--- config.mk ---
export PLATFORM = sky130hd
export DESIGN_NAME = event_capture_top
export DESIGN_NICKNAME = d
export VERILOG_FILES = /design/src/common/evt_pkg.sv /design/src/design/hit_stamper.sv /design/src/event_fifo/event_fifo.sv /design/src/design/beat_serializer.sv /design/src/design/event_capture_top.sv
export VERILOG_INCLUDE_DIRS = /design/src /design/src/common
export SDC_FILE = /design/constraint.sdc
export NUM_CORES = 2
export LEC_CHECK = 0
export BUFFER_PORTS_ARGS = -buffer_cell sky130_fd_sc_hd__buf_2
export CORE_AREA = 5 5 331 463
export DETAILED_ROUTE_END_ITERATION = 12
export DIE_AREA = 0 0 336 468
export PLACE_DENSITY = 0.63
export SYNTH_ARGS = -nofsm -noshare
export SYNTH_HDL_FRONTEND = slang
export SYNTH_SLANG_ARGS = --single-unit
export TNS_END_PERCENT = 30
--- constraint.sdc ---
create_clock -name clk -period 4.1 [get_ports clk]
set_clock_uncertainty 0.2 [all_clocks]
set_input_delay 0.205 -clock clk [delete_from_list [all_inputs] [get_ports clk]]
set_output_delay 0.205 -clock clk [all_outputs]
set_load 0.01 [all_outputs]
--- src/common/evt_config.svh ---
`ifndef EVT_CONFIG_SVH
`define EVT_CONFIG_SVH

`define EVT_ADDR_W 5                            // store address bits
`define EVT_DEPTH  (1 << `EVT_ADDR_W)           // store entries

`define EVT_TS_W   32                           // timestamp bits
`define EVT_CH_W   16                           // hit channels and beat width

// one stored record is a timestamp followed by the hit vector
`define EVT_WORD_W (`EVT_TS_W + `EVT_CH_W)

`endif

--- src/common/evt_pkg.sv ---
`default_nettype none

`include "evt_config.svh"

package evt_pkg;

   // timestamp sits above the hits so it leaves the bus first
   typedef struct packed
   {
      logic [`EVT_TS_W-1:0] ts;                 // capture time
      logic [`EVT_CH_W-1:0] hits;               // channel hit vector
   } event_rec_t;

   // same 48 bits seen as a record or as bus beats
   typedef union packed
   {
      event_rec_t                    rec;       // written by the stamper
      logic [2:0][`EVT_CH_W-1:0]     beats;     // beat 2 is ts high
   } event_word_u;

   typedef struct packed
   {
      logic                  empty;
      logic                  full;
      logic [`EVT_ADDR_W:0]  count;             // 0 to depth inclusive
   } fifo_status_t;

endpackage

`default_nettype wire

--- src/design/hit_stamper.sv ---
`timescale 1ns/1ps
`default_nettype none

`include "evt_config.svh"

module hit_stamper
(
   input  wire logic                 clk,
   input  wire logic                 rst,
   input  wire logic [`EVT_CH_W-1:0] hits,
   input  wire logic                 overflow,
   output logic                      wr_en,
   output evt_pkg::event_word_u      wr_word,
   output logic [15:0]               drop_count
);

   logic [`EVT_TS_W-1:0] ts_cnt;                // free running, wraps naturally

   always_ff @(posedge clk or posedge rst)
   begin
      if (rst)
      begin
         ts_cnt <= '0;
      end
      else
      begin
         ts_cnt <= ts_cnt + 1'b1;
      end
   end

   always_ff @(posedge clk or posedge rst)
   begin
      if (rst)
      begin
         wr_en <= 1'b0;
      end
      else
      begin
         wr_en <= |hits;                        // one write per hit cycle
      end
   end

   // record carries the counter value seen at the sampling edge
   always_ff @(posedge clk)
   begin
      if (|hits)
      begin
         wr_word.rec.ts   <= ts_cnt;
         wr_word.rec.hits <= hits;
      end
   end

   always_ff @(posedge clk or posedge rst)
   begin
      if (rst)
      begin
         drop_count <= '0;
      end
      else if (overflow && (drop_count != '1))
      begin
         drop_count <= drop_count + 1'b1;       // sticks at all ones
      end
   end

endmodule

`default_nettype wire

--- src/event_fifo/event_fifo.sv ---
`timescale 1ns/1ps
`default_nettype none

`include "evt_config.svh"

module event_fifo
(
   input  wire logic                  clk,
   input  wire logic                  rst,
   input  wire logic                  wr_en,
   input  wire evt_pkg::event_word_u  wr_word,
   input  wire logic                  rd_en,
   output evt_pkg::event_word_u       rd_word,
   output logic                       rd_valid,
   output logic                       overflow,
   output evt_pkg::fifo_status_t      status
);

   logic [`EVT_WORD_W-1:0] mem [`EVT_DEPTH];
   logic [`EVT_ADDR_W-1:0] wr_ptr;
   logic [`EVT_ADDR_W-1:0] rd_ptr;
   logic [`EVT_ADDR_W:0]   count;               // one extra bit to hold a full store
   logic                   empty;
   logic                   full;
   logic                   wr_ok;
   logic                   rd_ok;

   assign empty = (count == '0);
   assign full  = (count == (`EVT_ADDR_W+1)'(`EVT_DEPTH));

   assign wr_ok = wr_en && !full;
   assign rd_ok = rd_en && !empty;

   assign overflow = wr_en && full;             // refused write, same cycle

   assign status.empty = empty;
   assign status.full  = full;
   assign status.count = count;

   always_ff @(posedge clk)
   begin
      if (wr_ok)
      begin
         mem[wr_ptr] <= wr_word;
      end
   end

   always_ff @(posedge clk or posedge rst)
   begin
      if (rst)
      begin
         wr_ptr <= '0;
         rd_ptr <= '0;
      end
      else
      begin
         if (wr_ok)
         begin
            wr_ptr <= wr_ptr + 1'b1;            // wraps at depth
         end
         if (rd_ok)
         begin
            rd_ptr <= rd_ptr + 1'b1;
         end
      end
   end

   always_ff @(posedge clk or posedge rst)
   begin
      if (rst)
      begin
         count <= '0;
      end
      else
      begin
         case ({wr_ok, rd_ok})
            2'b10:   count <= count + 1'b1;
            2'b01:   count <= count - 1'b1;
            default: count <= count;            // both or neither
         endcase
      end
   end

   always_ff @(posedge clk or posedge rst)
   begin
      if (rst)
      begin
         rd_word  <= '0;
         rd_valid <= 1'b0;
      end
      else
      begin
         rd_valid <= rd_ok;                     // single cycle pulse
         if (rd_ok)
         begin
            rd_word <= mem[rd_ptr];
         end
      end
   end

endmodule

`default_nettype wire

--- src/design/beat_serializer.sv ---
`timescale 1ns/1ps
`default_nettype none

`include "evt_config.svh"

module beat_serializer
(
   input  wire logic                  clk,
   input  wire logic                  rst,
   input  wire evt_pkg::event_word_u  rd_word,
   input  wire logic                  rd_valid,
   output logic                       rd_en,
   output logic [`EVT_CH_W-1:0]       beat_data,
   output logic                       beat_valid,
   output logic                       beat_first
);

   typedef enum logic [1:0]
   {
      S_IDLE  = 2'd0,
      S_BEAT2 = 2'd1,
      S_BEAT1 = 2'd2,
      S_BEAT0 = 2'd3
   } state_t;

   state_t               state;
   evt_pkg::event_word_u word_q;                // record being sent

   // asking again during the last beat lets the next word land in idle,
   // which keeps a full store draining at one record every four cycles
   assign rd_en = ((state == S_IDLE) && !rd_valid) || (state == S_BEAT0);

   always_ff @(posedge clk or posedge rst)
   begin
      if (rst)
      begin
         state <= S_IDLE;
      end
      else
      begin
         case (state)
            S_IDLE:  state <= rd_valid ? S_BEAT2 : S_IDLE;
            S_BEAT2: state <= S_BEAT1;
            S_BEAT1: state <= S_BEAT0;
            default: state <= S_IDLE;
         endcase
      end
   end

   always_ff @(posedge clk)
   begin
      if (rd_valid)
      begin
         word_q <= rd_word;                     // only arrives while idle
      end
   end

   always_comb
   begin
      case (state)
         S_BEAT2: beat_data = word_q.beats[2];  // ts high half
         S_BEAT1: beat_data = word_q.beats[1];  // ts low half
         S_BEAT0: beat_data = word_q.beats[0];  // hits
         default: beat_data = '0;
      endcase
   end

   assign beat_valid = (state != S_IDLE);
   assign beat_first = (state == S_BEAT2);

endmodule

`default_nettype wire

--- src/design/event_capture_top.sv ---
`timescale 1ns/1ps
`default_nettype none

`include "evt_config.svh"

module event_capture_top
(
   input  wire logic                 clk,
   input  wire logic                 rst,
   input  wire logic [`EVT_CH_W-1:0] hits,
   output logic [`EVT_CH_W-1:0]      beat_data,
   output logic                      beat_valid,
   output logic                      beat_first,
   output logic [15:0]               drop_count,
   output evt_pkg::fifo_status_t     status
);

   logic                 wr_en;
   evt_pkg::event_word_u wr_word;
   logic                 overflow;
   logic                 rd_en;
   evt_pkg::event_word_u rd_word;
   logic                 rd_valid;

   hit_stamper hit_stamper_inst
   (
      .clk        (clk),
      .rst        (rst),
      .hits       (hits),
      .overflow   (overflow),
      .wr_en      (wr_en),
      .wr_word    (wr_word),
      .drop_count (drop_count)
   );

   event_fifo event_fifo_inst
   (
      .clk      (clk),
      .rst      (rst),
      .wr_en    (wr_en),
      .wr_word  (wr_word),
      .rd_en    (rd_en),
      .rd_word  (rd_word),
      .rd_valid (rd_valid),
      .overflow (overflow),
      .status   (status)
   );

   beat_serializer beat_serializer_inst
   (
      .clk        (clk),
      .rst        (rst),
      .rd_word    (rd_word),
      .rd_valid   (rd_valid),
      .rd_en      (rd_en),
      .beat_data  (beat_data),
      .beat_valid (beat_valid),
      .beat_first (beat_first)
   );

endmodule

`default_nettype wire

==> flow_summary.yaml <==
placement:
  globalplace.congestion: 0.805
  place_inst: 5180
  dpl.hpwl_um: 94200
  placedInstanceArea_um2: 70200
  dpl_worst_slack_ns: 0.498
  io_buffers: 59
clocking:
  post_cts_resize_count: 0
  post_cts_hold_buffer_count: 32
  clockBufferDepth: 3
  cts_sinks: 1748
  ctsRootBufferMaster: "sky130_fd_sc_hd__clkbuf_16"
  path_clk_slew_ns: 0.07
  cts_tree: "built"
  clkLatencyLatePin_ns: 0.77
  post_cts_buffers: 0
  cts.htree.levels: 4
  cts_inserted_buffers: 155
power_and_ir_drop:
  internal_power_w: 0.0358
  sw_frac_of_total_pct: 30.8
  max-vdd-ir-drop_v: 0.000467
  share_comb_of_total_power_pct: 27.4
  clkPwrFrac_pct: 28.6
  power.density_cell_area_nw_per_um2: 683
  seq_power_share_pct: 44.0
  static_leakage_power_nw: 25.4
  net_switching_power_w: 0.0159
worst_setup_path:
  crit_path_start_kind: "register"
  crit_fanout: 9
  timing.critical_path.depth: 9
  worstSetupEndpoint: "event_fifo_inst.count[5]$_DFFE_PP0P_"
  r2r_setup_slk_ns: 0.48
  cp_max_delay_cell: "sky130_fd_sc_hd__or4_1"
  cp_data_required_time_ns: 4.59
  critical_path.max_stage_delay_ns: 0.70
  worstReg2RegEnd: "event_fifo_inst.count[5]$_DFFE_PP0P_"
  timing.critical_path.arrival_ns: 4.10
  critical-path-top-delay-family: "simple AND/OR/NAND/NOR gates"
  critical_path.cell_chain: "or4_1 -> o32ai_4 -> inv_2 -> ha_1 -> ha_1 -> or4b_2 -> o311a_1 -> o311ai_0 -> xor2_1"
  setup.worst_path.end_class: "register"
  cp-startpoint: "event_fifo_inst.count[1]$_DFFE_PP0P_"
  r2r_cells: 9
  timing.rr.start: "event_fifo_inst.count[1]$_DFFE_PP0P_"
  timing_worst_setup_path_type: "reg2reg"
  crit_path_frequent_cell: "sky130_fd_sc_hd__ha_1"
  cp_num_buf_inv: 1
floorplanning:
  start_util_pct: 44.6
  chipHeight_um: 468
  core-area_um2: 149000
  rows: 168
  design.portCount: 60
  dieWidth_um: 336
  die_area_um2: 157000
logic_synthesis:
  synth_edf_count: 1632
  syn-cell-area_um2: 66300
  synth_fp_nets: 3246
  ys_types: 56
  post_synth_inst_count: 3210
  synth-seq-cells: 1748
  synth_ff_type: "sky130_fd_sc_hd__edfxtp_1"
  synth_async_reset_ratio_pct: 6.64
  synth.yosys.warnings: 0
  synth_area_per_inst_um2: 20.7
  sequential_area_share_after_synthesis_pct: 78.3
timing:
  hold_violation_total_from_the_final_report: 0
  holdWs_ns: 0.0410
  worst-slew-pin-transition_ns: 1.11
  final.min_clock_period_ns: 3.62
  rsz0062_at_grt: "no"
  maxSlewViolCount: 0
  max_slew_margin_pct: 26.1
  min_period_over_period_pct: 88.2
  maxClockFrequency_mhz: 277
  fin_ws_ns: 0.483
  setup_viols_final: 0
detailed_routing:
  drt_pass1_iterations: 6
  vias_per_cell: 5.99
  via_count: 32900
  antenna_violating_nets_post_route: 0
  route.detailed.drc: 0
  first_iter_violations: 3448
  routed_wirelength_um: 166000
  routed_wire_length_per_instance_um: 30.2
worst_hold_path:
  path_type_of_the_worst_min_delay_path: "in2reg"
grt:
  maximum_number_of_pins_on_one_net_before_global_route_repair: 74
  first_global_vias: 33500
  grt_use_total_pct: 21.2
  grt_overflow_total: 0
  first_pass_grt_wire_length_um: 240000
  antenna_found_initial: 5
cells_and_area:
  layout_cells_sized_above_1_pct: 20.2
  finalNonFillerCells: 5501
  fin_util_pct: 50.8
  syn2layout_area_growth_pct: 14.1
  fin_area_um2: 75700
  mostFrequentLayoutCells: "sky130_fd_sc_hd__edfxtp_1, sky130_fd_sc_hd__mux2i_1, sky130_fd_sc_hd__mux4_2"
  design.final.nets: 3450
  layout.cells.most_common: "sky130_fd_sc_hd__edfxtp_1"
run_status:
  outcome: "completed"
flow_run:
  maxCapViolCount: 0
-- metal layers --
| metal | routed length (µm) | vias to the layer above | global-route usage, % |
|---|---|---|---|
| met5 | 0 | - | 0 |
| met4 | 5030 | 0 | 6.27 |
| met3 | 10600 | 269 | 3.59 |
| met2 | 87800 | 1186 | 37.9 |
| met1 | 62700 | 17700 | 26.7 |
| li1 | - | 13800 | - |
-- per-stage QoR --
| step | power (W) | setup TNS [ns] |
|---|---|---|
| floorplan | 0.0316 | -16.97 |
| global placement | 0.0372 | 0 |
| detailed placement | 0.0373 | 0 |
| CTS | 0.0521 | 0 |
| global route | 0.0536 | 0 |
| finish | 0.0517 | 0 |
-- state kept, by name, indices dropped and copies added (netlist names), 2 cells and up --
signal / cells
beat_serializer_inst.word_q: 48
event_fifo_inst.mem: 1536
beat_serializer_inst.state: 2
hit_stamper_inst.ts_cnt: 32
event_fifo_inst.rd_word: 48
event_fifo_inst.count: 6
event_fifo_inst.rd_ptr: 5
event_fifo_inst.wr_ptr: 5
hit_stamper_inst.drop_count: 16
hit_stamper_inst.wr_word: 48
-- synth_stat cells, types with 17 or more instances --
library cell | count | share of area, %
sky130_fd_sc_hd__o31ai_1 | 49 | 0.55
sky130_fd_sc_hd__buf_2 | 54 | 0.41
sky130_fd_sc_hd__a21o_1 | 49 | 0.55
sky130_fd_sc_hd__nand3_1 | 24 | 0.18
sky130_fd_sc_hd__edfxtp_1 | 1632 | 74
sky130_fd_sc_hd__a211oi_1 | 48 | 0.54
sky130_fd_sc_hd__mux4_2 | 240 | 8.1
sky130_fd_sc_hd__o22ai_1 | 96 | 0.91
sky130_fd_sc_hd__o221ai_1 | 48 | 0.63
sky130_fd_sc_hd__dfrtp_1 | 116 | 4.4
sky130_fd_sc_hd__clkbuf_1 | 103 | 0.58
sky130_fd_sc_hd__a2111oi_0 | 49 | 0.65
sky130_fd_sc_hd__a22o_1 | 48 | 0.63
sky130_fd_sc_hd__buf_4 | 20 | 0.23
sky130_fd_sc_hd__ha_1 | 17 | 0.32
sky130_fd_sc_hd__nand4_1 | 17 | 0.16
sky130_fd_sc_hd__xnor2_1 | 39 | 0.52
sky130_fd_sc_hd__nand2_1 | 77 | 0.44
sky130_fd_sc_hd__nor2_1 | 54 | 0.31
sky130_fd_sc_hd__mux2i_1 | 288 | 4.3
-- kinds of logic (layout without fill, tap and decap cells) --
family	Yosys count	after routing	share of synthesized area (%)
flops	1748	1748	78.3
mux	529	529	12.5
compound gates	423	423	4.95
simple gates	234	234	1.78
buf+inv	203	537	1.42
xor+xnor	55	55	0.726
fa+ha+maj	18	18	0.351
other cells	0	2	0
-- worst register-to-register path, cell delays in order (launching register included) --
cell and delay [ns]:
sky130_fd_sc_hd__dfrtp_1 0.43, sky130_fd_sc_hd__or4_1 0.70, sky130_fd_sc_hd__o32ai_4 0.30, sky130_fd_sc_hd__inv_2 0.11, sky130_fd_sc_hd__ha_1 0.32, sky130_fd_sc_hd__ha_1 0.36
sky130_fd_sc_hd__or4b_2 0.68, sky130_fd_sc_hd__o311a_1 0.15, sky130_fd_sc_hd__o311ai_0 0.12, sky130_fd_sc_hd__xor2_1 0.17
-- power by group through the flow --
stage,sequential [W],clock (W),combinational (W)
floorplan,0.0225,0,0.00919
global placement,0.0231,0,0.0141
detailed placement,0.0231,0,0.0142
CTS,0.0228,0.0150,0.0143
global route,0.0229,0.0158,0.0149
finish,0.0227,0.0148,0.0142
-- how the worst min path moves through the flow --
stage / from / to / slack, ns / cells after the start
after floorplan: hits[0] / hit_stamper_inst.wr_word[0]$_DFFE_PP_ / 0.10 / 0
after global placement: hits[13] / hit_stamper_inst.wr_word[13]$_DFFE_PP_ / 0.20 / 1
after detailed placement: hits[6] / hit_stamper_inst.wr_word[6]$_DFFE_PP_ / 0.20 / 1
after CTS: hits[1] / hit_stamper_inst.wr_word[1]$_DFFE_PP_ / 0.02 / 2
after global routing: hits[1] / hit_stamper_inst.wr_word[1]$_DFFE_PP_ / 0.04 / 2
final: hits[1] / hit_stamper_inst.wr_word[1]$_DFFE_PP_ / 0.04 / 2
-- cell type report --
type                            count  area (µm²)
Timing Repair Buffer              236        2320
Inverter                           14        57.6
Tap cell                         1955        2450
Sequential cell                  1748       51900
Clock buffer                      221        4430
Antenna cell                        2        5.00
Multi-Input combinational cell   1259       13800
Fill cell                       11700       73200
Clock inverter                     66         727
No activity file was read; power rests on OpenSTA's default activity.
